**src/design/trapPkg.sv**
```systemverilog
package trapPkg;

    // Halfword PC, byte address without bit 0
    typedef logic [30:0] pc_t;
    typedef logic [2:0] fetchId_t;
    // Halfword offset inside an 8-halfword fetch block
    typedef logic [2:0] fetchOffs_t;
    typedef logic [7:0] bhist_t;
    typedef logic [5:0] sqN_t;
    typedef logic [3:0] cause_t;
    // Word address of the trap vector base
    typedef logic [29:0] vec_t;
    // One bit per cause
    typedef logic [15:0] deleg_t;

    typedef enum logic [3:0] {
        FLAGS_NONE,
        FLAGS_PRED_TAKEN,
        FLAGS_PRED_NOT_TAKEN,
        FLAGS_TRAP,
        FLAGS_FENCE,
        FLAGS_ORDERING,
        FLAGS_ILLEGAL_INSTR,
        FLAGS_ACCESS_FAULT,
        FLAGS_XRET
    } trapFlags_e;

    typedef enum logic [1:0] {
        PRIV_USER = 2'd0,
        PRIV_SUPERVISOR = 2'd1,
        PRIV_MACHINE = 2'd3
    } priv_e;

    // Trap names carried by FLAGS_TRAP micro-ops
    localparam cause_t TRAP_BREAK = 4'd3;
    localparam cause_t TRAP_ECALL_U = 4'd8;
    localparam cause_t TRAP_ECALL_S = 4'd9;
    localparam cause_t TRAP_ECALL_M = 4'd11;

    localparam cause_t CAUSE_ILLEGAL = 4'd2;
    localparam cause_t CAUSE_ACCESS = 4'd4;

    // Register index of the configuration write port
    typedef enum logic [2:0] {
        SEL_MTVEC,
        SEL_STVEC,
        SEL_MEDELEG,
        SEL_MIDELEG,
        SEL_PRIV
    } csrSel_e;

endpackage

```
**src/design/pcFile.sv**
```systemverilog
`timescale 1ns/1ns

module pcFile #(
    parameter int PC_ENTRIES = 8
) (
    input  logic clk,
    input  logic rst,
    input  logic pcWriteEn,
    input  trapPkg::fetchId_t pcWriteId,
    input  trapPkg::pc_t pcWritePc,
    input  trapPkg::bhist_t pcWriteHist,
    input  trapPkg::fetchOffs_t pcWriteBranchPos,
    input  logic pcWriteBpiPredicted,
    input  logic pcWriteBpiTaken,
    input  logic pcWriteBpiIsJump,
    input  trapPkg::fetchId_t pcReadId,
    output trapPkg::pc_t rdPc,
    output trapPkg::bhist_t rdHist,
    output trapPkg::fetchOffs_t rdBranchPos,
    output logic rdBpiPredicted,
    output logic rdBpiTaken,
    output logic rdBpiIsJump
);

    trapPkg::pc_t pcs [PC_ENTRIES];
    trapPkg::bhist_t hists [PC_ENTRIES];
    trapPkg::fetchOffs_t branchPos [PC_ENTRIES];
    logic [PC_ENTRIES-1:0] predicted;
    logic [PC_ENTRIES-1:0] taken;
    logic [PC_ENTRIES-1:0] isJump;

    always_ff @(posedge clk) begin
        if (pcWriteEn) begin
            pcs[pcWriteId] <= pcWritePc;
            hists[pcWriteId] <= pcWriteHist;
            branchPos[pcWriteId] <= pcWriteBranchPos;
            taken[pcWriteId] <= pcWriteBpiTaken;
            isJump[pcWriteId] <= pcWriteBpiIsJump;
        end
    end

    // Entries never written since reset carry no prediction
    always_ff @(posedge clk) begin
        if (rst) begin
            predicted <= '0;
        end else if (pcWriteEn) begin
            predicted[pcWriteId] <= pcWriteBpiPredicted;
        end
    end

    assign rdPc = pcs[pcReadId];
    assign rdHist = hists[pcReadId];
    assign rdBranchPos = branchPos[pcReadId];
    assign rdBpiPredicted = predicted[pcReadId];
    assign rdBpiTaken = taken[pcReadId];
    assign rdBpiIsJump = isJump[pcReadId];

endmodule

```
**src/design/trapCsr.sv**
```systemverilog
`timescale 1ns/1ns

module trapCsr (
    input  logic clk,
    input  logic rst,
    input  logic csrWe,
    input  trapPkg::csrSel_e csrSel,
    input  logic [31:0] csrData,
    input  logic infoValid,
    input  trapPkg::pc_t infoPc,
    input  trapPkg::cause_t infoCause,
    input  logic infoDelegate,
    input  logic infoIsInterrupt,
    input  logic xretValid,
    output trapPkg::priv_e priv,
    output trapPkg::vec_t mtvec,
    output trapPkg::vec_t stvec,
    output trapPkg::deleg_t medeleg,
    output trapPkg::deleg_t mideleg,
    output trapPkg::pc_t retvec
);

    trapPkg::priv_e mpp;
    trapPkg::priv_e spp;
    trapPkg::pc_t mepc;
    trapPkg::pc_t sepc;

    always_ff @(posedge clk) begin
        if (rst) begin
            priv <= trapPkg::PRIV_MACHINE;
            mpp <= trapPkg::PRIV_MACHINE;
            spp <= trapPkg::PRIV_USER;
            mtvec <= '0;
            stvec <= '0;
            medeleg <= '0;
            mideleg <= '0;
        end else if (infoValid) begin
            if (infoDelegate) begin
                spp <= priv;
                priv <= trapPkg::PRIV_SUPERVISOR;
            end else begin
                mpp <= priv;
                priv <= trapPkg::PRIV_MACHINE;
            end
        end else if (xretValid) begin
            priv <= (priv == trapPkg::PRIV_MACHINE) ? mpp : spp;
        end else if (csrWe) begin
            case (csrSel)
                trapPkg::SEL_MTVEC: mtvec <= csrData[31:2];
                trapPkg::SEL_STVEC: stvec <= csrData[31:2];
                trapPkg::SEL_MEDELEG: medeleg <= csrData[15:0];
                trapPkg::SEL_MIDELEG: mideleg <= csrData[15:0];
                trapPkg::SEL_PRIV: priv <= trapPkg::priv_e'(csrData[1:0]);
                default: mtvec <= mtvec;
            endcase
        end
    end

    // Return PC of the level that took the trap
    always_ff @(posedge clk) begin
        if (infoValid) begin
            if (infoDelegate) begin
                sepc <= infoPc;
            end else begin
                mepc <= infoPc;
            end
        end
    end

    assign retvec = (priv == trapPkg::PRIV_MACHINE) ? mepc : sepc;

endmodule

```
**src/design/trapHandler.sv**
```systemverilog
`timescale 1ns/1ns

module trapHandler (
    input  logic clk,
    input  logic rst,
    input  logic trapValid,
    input  trapPkg::trapFlags_e trapFlags,
    input  logic [4:0] trapName,
    input  trapPkg::fetchId_t fetchId,
    input  trapPkg::fetchOffs_t fetchOffs,
    input  logic compressed,
    input  trapPkg::sqN_t sqN,
    input  trapPkg::pc_t rdPc,
    input  trapPkg::bhist_t rdHist,
    input  trapPkg::fetchOffs_t rdBranchPos,
    input  logic rdBpiPredicted,
    input  logic rdBpiTaken,
    input  logic rdBpiIsJump,
    input  trapPkg::priv_e priv,
    input  trapPkg::vec_t mtvec,
    input  trapPkg::vec_t stvec,
    input  trapPkg::deleg_t medeleg,
    input  trapPkg::deleg_t mideleg,
    input  trapPkg::pc_t retvec,
    input  logic irq,
    input  logic memBusy,
    input  logic allowBreak,
    output trapPkg::fetchId_t pcReadId,
    output logic branchTaken,
    output trapPkg::pc_t branchDstPc,
    output trapPkg::sqN_t branchSqN,
    output trapPkg::fetchId_t branchFetchId,
    output trapPkg::bhist_t branchHistory,
    output logic infoValid,
    output trapPkg::pc_t infoPc,
    output trapPkg::cause_t infoCause,
    output logic infoDelegate,
    output logic infoIsInterrupt,
    output logic xretValid,
    output logic bpValid,
    output trapPkg::pc_t bpPc,
    output logic bpCompressed,
    output trapPkg::bhist_t bpHistory,
    output logic bpPredicted,
    output logic bpTaken,
    output logic bpIsJump,
    output logic bpBranchTaken,
    output logic fence,
    output logic clearICache,
    output logic disableIFetch,
    output logic halt
);

    logic memoryWait;
    logic instrFence;
    logic irqPending;
    trapPkg::pc_t instrPc;
    trapPkg::pc_t nextPc;
    trapPkg::pc_t dstPc;
    trapPkg::bhist_t instrHist;
    trapPkg::cause_t cause;
    logic delegate;
    logic isHalt;
    logic isSerial;
    logic isXret;
    logic isTrap;
    logic isRedirect;

    assign pcReadId = fetchId;
    assign disableIFetch = memoryWait;

    // The offset names the last halfword of the instruction
    assign instrPc = {rdPc[30:3], fetchOffs} - (compressed ? 31'd0 : 31'd1);
    assign nextPc = instrPc + (compressed ? 31'd1 : 31'd2);

    // Pending interrupt overrides whatever the micro-op is
    assign isHalt = !irqPending && allowBreak && trapFlags == trapPkg::FLAGS_TRAP
        && trapName == {1'b0, trapPkg::TRAP_BREAK};
    assign isSerial = isHalt || (!irqPending && (trapFlags == trapPkg::FLAGS_FENCE
        || trapFlags == trapPkg::FLAGS_ORDERING));
    assign isXret = !irqPending && trapFlags == trapPkg::FLAGS_XRET;
    assign isTrap = irqPending || (!isHalt && (trapFlags == trapPkg::FLAGS_TRAP
        || trapFlags == trapPkg::FLAGS_ILLEGAL_INSTR
        || trapFlags == trapPkg::FLAGS_ACCESS_FAULT));
    assign isRedirect = isSerial || isXret || isTrap;

    always_comb begin
        instrHist = rdHist;
        // Conditional branch earlier in the block already shifted the history
        if (rdBpiPredicted && !rdBpiIsJump && fetchOffs > rdBranchPos) begin
            instrHist = {rdHist[$bits(trapPkg::bhist_t)-2:0], rdBpiTaken};
        end
    end

    always_comb begin
        case (trapFlags)
            trapPkg::FLAGS_TRAP: cause = trapName[3:0];
            trapPkg::FLAGS_ACCESS_FAULT: cause = trapPkg::CAUSE_ACCESS;
            default: cause = trapPkg::CAUSE_ILLEGAL;
        endcase
        // ecall comes in with the machine code
        if (cause == trapPkg::TRAP_ECALL_M && priv == trapPkg::PRIV_SUPERVISOR) begin
            cause = trapPkg::TRAP_ECALL_S;
        end else if (cause == trapPkg::TRAP_ECALL_M && priv == trapPkg::PRIV_USER) begin
            cause = trapPkg::TRAP_ECALL_U;
        end
        if (irqPending) begin
            cause = '0;
        end
        delegate = priv != trapPkg::PRIV_MACHINE
            && (irqPending ? mideleg[cause] : medeleg[cause]);

        if (isXret) begin
            dstPc = retvec;
        end else if (isTrap) begin
            dstPc = {delegate ? stvec : mtvec, 1'b0};
        end else begin
            dstPc = nextPc;
        end
    end

    always_ff @(posedge clk) begin
        if (rst) begin
            branchTaken <= 1'b0;
            infoValid <= 1'b0;
            xretValid <= 1'b0;
            bpValid <= 1'b0;
            halt <= 1'b0;
            fence <= 1'b0;
            clearICache <= 1'b0;
            memoryWait <= 1'b0;
            instrFence <= 1'b0;
            irqPending <= 1'b0;
        end else begin
            branchTaken <= trapValid && isRedirect;
            infoValid <= trapValid && isTrap;
            xretValid <= trapValid && isXret;
            bpValid <= trapValid && !isRedirect;
            halt <= trapValid && isHalt;
            fence <= trapValid && isSerial && trapFlags == trapPkg::FLAGS_FENCE;
            clearICache <= 1'b0;
            irqPending <= irqPending || irq;

            // A fence first clears the icache, then releases fetch
            if (memoryWait && !memBusy) begin
                if (instrFence) begin
                    instrFence <= 1'b0;
                    clearICache <= 1'b1;
                end else begin
                    memoryWait <= 1'b0;
                end
            end

            if (trapValid && isSerial && !isHalt) begin
                memoryWait <= 1'b1;
                if (trapFlags == trapPkg::FLAGS_FENCE) begin
                    instrFence <= 1'b1;
                end
            end

            if (trapValid && irqPending) begin
                irqPending <= 1'b0;
            end
        end
    end

    always_ff @(posedge clk) begin
        if (trapValid) begin
            branchDstPc <= dstPc;
            branchSqN <= sqN;
            branchFetchId <= fetchId;
            branchHistory <= instrHist;
            infoPc <= instrPc;
            infoCause <= cause;
            infoDelegate <= delegate;
            infoIsInterrupt <= irqPending;
            bpPc <= rdPc;
            bpCompressed <= compressed;
            bpHistory <= rdHist;
            bpPredicted <= rdBpiPredicted;
            bpTaken <= rdBpiTaken;
            bpIsJump <= rdBpiIsJump;
            bpBranchTaken <= trapFlags == trapPkg::FLAGS_PRED_TAKEN;
        end
    end

endmodule

```
**src/design/trapUnit.sv**
```systemverilog
`timescale 1ns/1ns

module trapUnit #(
    parameter int PC_ENTRIES = 8
) (
    input  logic clk,
    input  logic rst,
    input  logic pcWriteEn,
    input  trapPkg::fetchId_t pcWriteId,
    input  trapPkg::pc_t pcWritePc,
    input  trapPkg::bhist_t pcWriteHist,
    input  trapPkg::fetchOffs_t pcWriteBranchPos,
    input  logic pcWriteBpiPredicted,
    input  logic pcWriteBpiTaken,
    input  logic pcWriteBpiIsJump,
    input  logic trapValid,
    input  trapPkg::trapFlags_e trapFlags,
    input  logic [4:0] trapName,
    input  trapPkg::fetchId_t fetchId,
    input  trapPkg::fetchOffs_t fetchOffs,
    input  logic compressed,
    input  trapPkg::sqN_t sqN,
    input  logic irq,
    input  logic memBusy,
    input  logic allowBreak,
    input  logic csrWe,
    input  trapPkg::csrSel_e csrSel,
    input  logic [31:0] csrData,
    output logic branchTaken,
    output trapPkg::pc_t branchDstPc,
    output trapPkg::sqN_t branchSqN,
    output trapPkg::fetchId_t branchFetchId,
    output trapPkg::bhist_t branchHistory,
    output logic bpValid,
    output trapPkg::pc_t bpPc,
    output logic bpCompressed,
    output trapPkg::bhist_t bpHistory,
    output logic bpPredicted,
    output logic bpTaken,
    output logic bpIsJump,
    output logic bpBranchTaken,
    output logic fence,
    output logic clearICache,
    output logic disableIFetch,
    output logic halt
);

    trapPkg::fetchId_t pcReadId;
    trapPkg::pc_t rdPc;
    trapPkg::bhist_t rdHist;
    trapPkg::fetchOffs_t rdBranchPos;
    logic rdBpiPredicted;
    logic rdBpiTaken;
    logic rdBpiIsJump;

    trapPkg::priv_e priv;
    trapPkg::vec_t mtvec;
    trapPkg::vec_t stvec;
    trapPkg::deleg_t medeleg;
    trapPkg::deleg_t mideleg;
    trapPkg::pc_t retvec;

    logic infoValid;
    trapPkg::pc_t infoPc;
    trapPkg::cause_t infoCause;
    logic infoDelegate;
    logic infoIsInterrupt;
    logic xretValid;

    pcFile #(
        .PC_ENTRIES(PC_ENTRIES)
    ) pcFile_inst (.*);

    trapHandler trapHandler_inst (.*);

    trapCsr trapCsr_inst (.*);

endmodule

```
**config.mk**
```make
export PLATFORM = sky130hd
export DESIGN_NAME = trapUnit
export DESIGN_NICKNAME = d
export VERILOG_FILES = /design/src/design/trapPkg.sv /design/src/design/pcFile.sv /design/src/design/trapCsr.sv /design/src/design/trapHandler.sv /design/src/design/trapUnit.sv
export SDC_FILE = /design/constraint.sdc
export NUM_CORES = 1
export LEC_CHECK = 0
export BUFFER_PORTS_ARGS = -buffer_cell sky130_fd_sc_hd__buf_4
export CAP_MARGIN = 20
export CORE_UTILIZATION = 40
export CTS_BUF_LIST = sky130_fd_sc_hd__clkbuf_8
export DETAILED_ROUTE_END_ITERATION = 8
export GPL_TIMING_DRIVEN = 0
export SLEW_MARGIN = 5
export SYNTH_ARGS = -nofsm -noshare
export SYNTH_HDL_FRONTEND = slang
export SYNTH_SLANG_ARGS = --single-unit
```
**constraint.sdc**
```tcl
create_clock -name clk -period 7.5 [get_ports clk]
set_input_delay 1.125 -clock clk [delete_from_list [all_inputs] [get_ports clk]]
set_output_delay 1.125 -clock clk [all_outputs]
set_load 0.005 [all_outputs]
```
==> impl_metrics.ini, run 1 <==
[placement]
io_buffer_count = 208
dp_hpwl_um = 44100
dpl_cell_area_um2 = 29100
place_ws_ns = 0.000508
dp.cells = 2758
place_congestion = 0.872

[synthesis]
netlist.area_leader.share_pct = 62.2
syn-num-nets = 1791
ys_warn_count = 0
synth_area_leaders = edfxtp_1, dfxtp_1, mux4_2
netlist_instances = 1670
async_flop_share_pct = 0
synth_edf_count = 538
yosysSeqAreaShare_pct = 70.0
yosysTopAreaCell = edfxtp_1
yosysUniqueCellTypes = 84
postSynthAreaPerCell_um2 = 15.5
ys.flop_type = edfxtp_1
synthesis.area_um2 = 26000
synth-seq-cells = 639

[layout]
drive_gt1_share_pct = 24.9
syn_to_final_growth_pct = 19.2
n_fill_cell = 5539
layout.nets = 2128
fin_cells = 2949
final_util_pct = 48.1
design_area_um2 = 30900

[pwr]
power_frac_clock_pct = 36.7
switching_share_pct = 24.0
power_frac_comb_pct = 8.8
power.switching_uw = 1790
leakage_uw = 0.0110
power_frac_seq_pct = 54.5
ir_worst_vdd_v = 0.000135
p_per_area_nw_per_um2 = 242
intPower_uw = 5680

[hold_path]
hold_path_class = flop to flop

[sta]
clock_skew_ns = 0.0377
setup_viol = 0
fmaxAchievable_mhz = 150
maxSlewViolCount = 0
hold_viol = 0
fin_crit_sh_pct = 88.7
min_period_ns = 6.65
tightest_slew_ns = 0.978
rsz0062_at_grt = false
slew_headroom_pct = 33.9
hold_slack_ns = 0.423
setup_ws_ns = 0.850

[critical_path]
crit_path_end_kind = flop
rrSetupSlack_ns = 2.88
start_kind = primary input
crit_type = primary input to flop
crit_fanout = 10
required_ns = 7.92
cp.arrival_ns = 7.07

[floorplan]
die_h_um = 257
start_util_pct = 40.3
core_um2 = 64300
row_count = 93
dieArea_um2 = 65900
die_w_um = 257
io_pins = 211

[global_routing]
gr-usage-all-layers_pct = 19.1
grt_max_degree = 89
grt-ovfl-total = 0
grt_pass1_wl_um = 94900
antenna_found_initial = 6
grt_pass1_vias = 15700

[detailed_routing]
wl_met3_um = 4370
avgRoutedWirePerCell_um = 21.4
wl_met2_um = 30000
drc = 2
drt_iter0_markers = 1154
drt-met1-wl_um = 26700
vias = 15400
vias_per_cell = 5.22
dr.pass1.iters = 7
antenna_left = 0
drt-total-wl_um = 63000
top_layer = met5

[clock_network]
path_clk_slew_ns = 0.06
cts_made_buffers = 102
cts_buffer_depth = 3
cts_setup_buffers = 0
hold_buffers = 0
cts_resized = 0
cts_tree = done
clk_latency_ns = 0.69
clkSinkCount = 639
root_buffer = clkbuf_8
htreeDepth = 3

[outcome]
violations = design-rule violations
status = complete, but fails checks

[flow_run]
cap_violations = 0
[logic make-up after synthesis]
logic type,count (synthesis),synth area share (%)
DFF,639,70.0
AOI/OAI and AO/OA,209,4.94
xor gates and xnor gates,48,1.65
and+or+nand+nor,433,7.76
adders and majority gates,8,0.414
muxes,209,12.9
buffers and inverters,124,2.28
[synthesized netlist by cell type (7+ instances only)]
cell type    n
edfxtp_1   538
nand2_1    220
dfxtp_1    101
a21oi_1     94
mux2i_1     86
nor2_1      73
mux4_2      71
clkbuf_1    53
inv_1       39
xnor2_1     39
nand3_1     37
o21ai_0     31
mux2_2      25
a31oi_1     18
mux4_1      18
a211oi_1    15
nor3_1      13
nand4_1     12
nor2b_1     10
buf_1        9
nand2b_1     8
xor2_1       8
ha_1         7
nor3b_1      7
[state kept, by name (all words and copies together), names as in the netlist, 2 cells and up]
register                        cells
trapHandler_inst.branchSqN          6
trapCsr_inst.mtvec                 30
pcFile_inst.taken                   8
pcFile_inst.isJump                  8
trapCsr_inst.sepc                  31
trapCsr_inst.stvec                 30
trapCsr_inst.mpp                    2
trapHandler_inst.bpPc              31
trapHandler_inst.branchFetchId      3
trapHandler_inst.branchHistory      8
trapCsr_inst.spp                    2
trapHandler_inst.infoPc            31
trapHandler_inst.branchDstPc       31
pcFile_inst.branchPos              24
trapCsr_inst.medeleg               16
trapCsr_inst.priv                   2
trapHandler_inst.bpHistory          8
pcFile_inst.predicted               8
trapCsr_inst.mepc                  31
pcFile_inst.hists                  64
pcFile_inst.pcs                   248
[metal layers]
layer	vias up	global-route usage [%]
met3	125	4.86
li1	7081	-
met5	-	0
met1	7687	24.6
met2	479	30.8
met4	8	7.57
[worst max-delay path, stage by stage]
cell	delay, ns
buf_4	0.09
buf_6	0.19
buf_8	0.18
buf_1	0.65
clkbuf_1	0.67
clkbuf_1	0.58
clkbuf_1	0.52
buf_1	0.57
mux4_2	0.41
mux2_2	0.28
ha_1	0.18
inv_1	0.05
a21o_1	0.12
a21oi_1	0.07
nor4bb_1	0.43
clkbuf_1	0.54
mux2_2	0.40
[per-stage QoR]
step                total power [uW]  setup TNS (ns)
floorplan                       4470               0
global route                    7770               0
CTS                             7570               0
global placement                4780          -99.98
finish                          7470               0
detailed placement              4810               0
[worst paths after layout]
path / from / to / cells past startpoint
max reg2reg: pcFile_inst.pcs[4][10]$_DFFE_PP_ / trapHandler_inst.branchDstPc[29]$_DFFE_PP_ / 12
max: fetchId[1] / trapHandler_inst.branchHistory[0]$_DFFE_PP_ / 17
min reg2reg: trapHandler_inst.infoPc[21]$_DFFE_PP_ / trapCsr_inst.sepc[21]$_DFFE_PP_ / 0
min: trapHandler_inst.infoPc[21]$_DFFE_PP_ / trapCsr_inst.sepc[21]$_DFFE_PP_ / 0
[layout make-up]
type | count | area, um^2 | area share, %
Inverter | 44 | 165 | 0.534
Buffer | 80 | 427 | 1.38
Antenna cell | 4 | 10.0 | 0.0324
Clock buffer | 105 | 1450 | 4.67
Multi-Input combinational cell | 907 | 7260 | 23.5
Tap cell | 855 | 1070 | 3.46
Clock inverter | 82 | 427 | 1.38
Sequential cell | 639 | 18200 | 58.8
Timing Repair Buffer | 233 | 1960 | 6.33
[power groups by stage]
| stage | logic, uW | registers (uW) | clock network, uW |
|---|---|---|---|
| floorplan | 342 | 4130 | 0 |
| global placement | 634 | 4150 | 0 |
| detailed placement | 662 | 4150 | 0 |
| CTS | 664 | 4070 | 2830 |
| global route | 714 | 4080 | 2970 |
| finish | 658 | 4070 | 2740 |
[layout by cell type, fill, tap and decap left out, drive strengths merged, types with 10 or more instances in the layout]
cell	instances
edfxtp	538
buf	257
nand2	220
clkbuf	161
dfxtp	101
a21oi	94
mux2i	93
mux4	89
inv	76
nor2	74
clkinv	47
xnor2	40
nand3	37
o21ai	33
mux2	27
a31oi	18
a211oi	15
nor3	14
nand4	12
nor2b	10
No activity file was read; power rests on OpenSTA's default activity.
==> run 2, diff against run 1 <==
ABC_AREA = 1   (was default)
==> run 2 against run 1 <==
Final cell count rose by 40%. Synthesized cell count rose by 65%. The flow now finishes without violations. Largest power group unchanged. Critical path type unchanged. Setup slack improved by 1.6 ns. Highest routed layer unchanged.
==> impl_metrics.ini, run 2 <==
[layout]
final_cell_mix = nand2_1, edfxtp_1, inv_1
largest-register = pcFile_inst.pcs
largest_register_ffs = 248
syn_to_final_growth_pct = 19.3
reg_top3 = pcFile_inst.pcs: 248 flops, pcFile_inst.hists: 64 flops
layout.nets = 3216
mostFrequentLayoutCell = nand2_1
drive_gt1_share_pct = 16.2

[placement]
dp_hpwl_um = 55000
place_congestion = 0.918
io_buffer_count = 209

[detailed_routing]
vias = 20800
antenna_left = 0
drc = 0
avgRoutedWirePerCell_um = 18.8
vias_per_cell = 5.06
drt_iter0_markers = 1805
dr.pass1.iters = 7
drt-total-wl_um = 77500

[global_routing]
gr-usage-all-layers_pct = 21.8
grt-ovfl-total = 0
antenna_found_initial = 5
grt_pass1_vias = 20400
grt_pass1_wl_um = 117000
grt_max_degree = 80

[synthesis]
synth_area_leaders = edfxtp_1, nand2_1, dfxtp_1
yosysSeqAreaShare_pct = 65.5
ys_warn_count = 0
syn-num-nets = 2882
yosysMostFrequentCell = nand2_1
async_flop_share_pct = 0
netlist_instances = 2761
synthTopCellsByCount = nand2_1, edfxtp_1, nor2_1
netlist.area_leader.share_pct = 58.2
synth-seq-cells = 639
ys.flop_type = edfxtp_1
synthesis.area_um2 = 27800
postSynthAreaPerCell_um2 = 10.1
yosysUniqueCellTypes = 46
yosysTopAreaCell = edfxtp_1
synth_edf_count = 538

[floorplan]
dieArea_um2 = 70500
start_util_pct = 40.5
core_um2 = 68600
die_h_um = 265
row_count = 96
io_pins = 211
die_w_um = 265

[critical_path]
start_kind = primary input
crit_path_end_kind = flop
cp.arrival_ns = 5.49
worstSetupStartpoint = fetchId[0]
crit_fanout = 10
crit_type = primary input to flop
required_ns = 7.93
r2r_start = pcFile_inst.pcs[5][5]$_DFFE_PP_

[outcome]
status = finished, final reports clean

[sta]
clock_skew_ns = 0.0569
fmaxAchievable_mhz = 197
tightest_slew_ns = 0.810
slew_headroom_pct = 45.5
min_period_ns = 5.06
fin_crit_sh_pct = 67.5
setup_viol = 0
rsz0062_at_grt = false
maxSlewViolCount = 0
hold_viol = 0
fin_tns_setup_ns = 0

[hold_path]
hold_start = trapHandler_inst.infoPc[30]$_DFFE_PP_
hold_path_class = flop to flop

[clock_network]
path_clk_slew_ns = 0.06
clkSinkCount = 639
cts_tree = done
hold_buffers = 0
clk_latency_ns = 0.73
cts_setup_buffers = 0
cts_buffer_depth = 3
htreeDepth = 3
cts_resized = 0
root_buffer = clkbuf_8
cts_made_buffers = 104

[pwr]
leakage_uw = 0.0131
p_total_uw = 7960
p_per_area_nw_per_um2 = 240
ir_worst_vdd_v = 0.000125

[flow_run]
cap_violations = 0
## run 2: metrics by stage
stage | util (%) | area (um^2) | setup WS, ns | instances | hold WS [ns]
global route | 48.3 | 33100 | 2.26 | 4117 | 0.449
CTS | 48.3 | 33100 | 2.55 | 4114 | 0.445
global placement | 44.5 | 30500 | 1.36 | 3901 | 0.423
finish | 48.3 | 33100 | 2.44 | 4117 | 0.444
floorplan | - | 27800 | 3.21 | 2761 | 0.421
detailed placement | 45.2 | 31000 | 1.80 | 3920 | 0.431
## run 2: final timing paths
path	cells after the start	to	slack, ns
min reg2reg	0	trapCsr_inst.mepc[30]$_DFFE_PP_	0.44
max	18	trapHandler_inst.branchHistory[1]$_DFFE_PP_	2.44
max reg2reg	20	trapHandler_inst.branchDstPc[20]$_DFFE_PP_	4.32
min	0	trapCsr_inst.mepc[30]$_DFFE_PP_	0.44
## run 2: logic make-up after synthesis
kind of cell | synth area share [%]
buffers and inverters | 6.53
adders and majority gates | 0.388
xor gates and xnor gates | 0.189
and+or+nand+nor | 20.4
AOI/OAI and AO/OA | 6.74
muxes | 0.325
DFF | 65.5
## run 2: metal layers
layer	track usage, %	part of all wire, %	up-vias
li1	-	-	9949
met1	28.7	43	9983
met2	35.7	47	732
met3	4.05	7.0	160
met4	8.48	2.9	6
met5	0	0.041	-
## run 2: area by class of cell
class | count | area, um^2
Antenna cell | 3 | 7.51
Timing Repair Buffer | 228 | 2010
Sequential cell | 639 | 18200
Tap cell | 931 | 1160
Fill cell | 6241 | 35500
Multi-Input combinational cell | 1698 | 7840
Clock inverter | 88 | 648
Clock buffer | 106 | 1460
Buffer | 124 | 677
Inverter | 300 | 1140
## run 2: critical path, cell delays in order
cell      delay (ns)
buf_4           0.12
buf_6           0.14
inv_6           0.07
buf_12          0.13
buf_6           0.15
buf_4           0.19
buf_2           0.24
clkbuf_1        0.45
clkbuf_1        0.46
clkbuf_1        0.45
o21ai_0         0.15
o221ai_1        0.18
o21ai_0         0.16
ha_1            0.37
nand2_1         0.05
o21ai_0         0.15
nand3_1         0.44
mux2_2          0.44
## run 2: report_power, final
part	total, uW	switching, uW	internal, uW
clock	3050	1430	1610
combinational	839	560	279
sequential	4070	51.4	4020
total	7960	2050	5920
==> run 3, diff against run 2 <==
ABC_AREA = 0   (was 1)
clock period = 4.3 ns   (was 7.5 ns; I/O delays follow)
==> run 3 against run 2 <==
The run now ends with design-rule violations left. Combinational power increased by 43%. Final cell count decreased by 28%. Clock power increased by 64%. Critical endpoint is now trapHandler_inst.branchDstPc[25]$_DFFE_PP_. Setup slack got worse by 2.4 ns. First-iteration DRC count decreased by 33%.
==> impl_metrics.ini, run 3 (same netlist as run 1, synthesis figures left out) <==
[global_routing]
gr-usage-all-layers_pct = 19.2
grt_max_degree = 73
antenna_found_initial = 7
grt_pass1_wl_um = 95400
grt-ovfl-total = 0
grt_pass1_vias = 15700

[clock_network]
cts_buffer_depth = 3
cts_tree = done
clkSinkCount = 639
path_clk_slew_ns = 0.06
htreeDepth = 3
cts_made_buffers = 104
root_buffer = clkbuf_8
clk_latency_ns = 0.73

[layout]
largest-register = pcFile_inst.pcs
multiInputGateArea_um2 = 7460
final_cell_mix = edfxtp_1, buf_4, nand2_1
regArea_um2 = 18200
mostFrequentLayoutCell = edfxtp_1
fin_cells = 2955
reg_top3 = pcFile_inst.pcs: 248 flops, pcFile_inst.hists: 64 flops
n_fill_cell = 5438
syn_to_final_growth_pct = 21.2
design_area_um2 = 31500
drive_gt1_share_pct = 26.8
largest_register_ffs = 248
layout.nets = 2135

[detailed_routing]
drc = 2
avgRoutedWirePerCell_um = 21.5
antenna_left = 0
drt-total-wl_um = 63700
dr.pass1.iters = 9
vias_per_cell = 5.20
drt_iter0_markers = 1211
vias = 15400

[placement]
dpl_cell_area_um2 = 29200
dp_hpwl_um = 44600
dp.cells = 2755
place_congestion = 0.883
io_buffer_count = 208

[critical_path]
crit_path_end_kind = flop
rrSetupSlack_ns = 0.08
r2r_cells = 11
cp.arrival_ns = 4.66
cpMaxStageDelayCell = or4_4
crit_fanout = 10
r2r-end = trapHandler_inst.branchDstPc[25]$_DFFE_PP_
crit_buf_inv = 5
required_ns = 4.74
cpPeakStageDelay_ns = 0.59
critical-path-top-delay-family = simple AND/OR/NAND/NOR gates
crit_type = primary input to flop
start_kind = primary input
crit_chain = buf_4, clkbuf_2, buf_6, buf_6, mux4_2, mux2_2, or4_4, or3_4, a221oi_2, a22oi_1, nor4_4, buf_4, nand4_1, o311ai_2
r2r_start = pcFile_inst.pcs[3][13]$_DFFE_PP_

[pwr]
p_per_area_nw_per_um2 = 423
power_frac_comb_pct = 9.0
switching_share_pct = 24.0
power_frac_seq_pct = 53.4
power_frac_clock_pct = 37.6
power.switching_uw = 3190
ir_worst_vdd_v = 0.000224
leakage_uw = 0.0113
intPower_uw = 10100

[sta]
tightest_slew_ns = 0.926
slew_headroom_pct = 37.4
hold_viol = 0
min_period_ns = 4.22
rsz0062_at_grt = true
setup_viol = 0
clock_skew_ns = 0.0588
fin_crit_sh_pct = 98.2
maxSlewViolCount = 0
fmaxAchievable_mhz = 237

[floorplan]
dieArea_um2 = 65900
die_w_um = 257
die_h_um = 257
row_count = 93
core_um2 = 64300
start_util_pct = 40.3
io_pins = 211

[hold_path]
min_to = trapHandler_inst.clearICache$_SDFF_PP0_
min_delay_path_depth = 2
hold_start = memBusy
hold_path_class = primary input to flop

[outcome]
violations = design-rule violations
status = complete, but fails checks

[flow_run]
cap_violations = 0
run 3: changes by cell type in the layout (fill, tap and decap cells not counted), moves of 22 or more:
cell,previous run,this run
mux2i_1,0,80
nand3_1,253,37
mux4_2,0,71
clkbuf_1,70,43
o22ai_1,24,2
nor2_1,279,64
inv_1,309,75
nand2_2,25,0
o21ai_0,161,30
xnor2_1,2,37
nand2_1,686,220
run 3: worst max-delay path by stage:
stage                          start                                          end  slack [ns]  cells after the start
after floorplan           fetchId[1]   trapHandler_inst.branchDstPc[29]$_DFFE_PP_       0.007                     12
after global placement    fetchId[2]  trapHandler_inst.branchHistory[0]$_DFFE_PP_       -1.37                     16
after detailed placement  fetchId[2]  trapHandler_inst.branchHistory[0]$_DFFE_PP_       -1.38                     14
after CTS                 fetchId[2]   trapHandler_inst.branchDstPc[30]$_DFFE_PP_       0.002                     15
after global routing      fetchId[2]   trapHandler_inst.branchDstPc[30]$_DFFE_PP_       -0.04                     16
final                     fetchId[2]   trapHandler_inst.branchDstPc[25]$_DFFE_PP_        0.08                     14
run 3: metal layers:
metal,GRT usage (%),vias up,share of wire (%)
li1,-,7109,-
met1,25.3,7646,43
met2,31.4,509,48
met3,4.17,99,6.8
met4,6.66,8,2.2
met5,0,-,0.086
run 3: layout make-up:
| type | count | share of cell area [%] |
|---|---|---|
| sequential | 639 | 57.8 |
| multi-input combinational | 907 | 23.7 |
| timing repair buffer | 240 | 6.76 |
| clock buffer | 115 | 5.03 |
| tap | 855 | 3.40 |
| buffer | 78 | 1.50 |
| clock inverter | 73 | 1.28 |
| inverter | 44 | 0.525 |
| antenna | 4 | 0.0318 |
run 3: repair_timing:
item | in CTS | in global routing
endpoints found under the setup margin | 14 | 29
pin swaps | 1 | 3
gates resized for setup | 17 | 33
hold buffers | 0 | 0
buffers inserted | 3 | 7
run 3: worst register-to-register path, delay by kind of cell (launching register included):
kind                   cells  cell delay [ns]
buffers and inverters      2             0.33
multiplexers               2             0.83
flip-flops                 1             0.36
AO/OA/AOI/OAI              3             0.97
AND/OR/NAND/NOR            4             1.46
run 3: power groups by stage:
stage               Combinational (uW)  Clock (uW)  Sequential [uW]
floorplan                          603           0             7200
global placement                  1120           0             7230
detailed placement                1170           0             7230
CTS                               1190        5140             7110
global route                      1290        5420             7120
finish                            1200        5010             7100
run 3: stage by stage:
step	setup WS (ns)	hold slack, ns	util [%]	setup TNS [ns]	total power (uW)
after floorplan	0.00686	0.421	-	0	7800
after global placement	-1.37	0.425	44.5	-451.35	8350
final	0.0775	0.0962	48.9	0	13300
after detailed placement	-1.38	0.431	45.4	-26.07	8400
after CTS	0.00172	0.0319	48.6	0	13400
after global routing	-0.0441	0.0641	48.9	-0.0749	13800
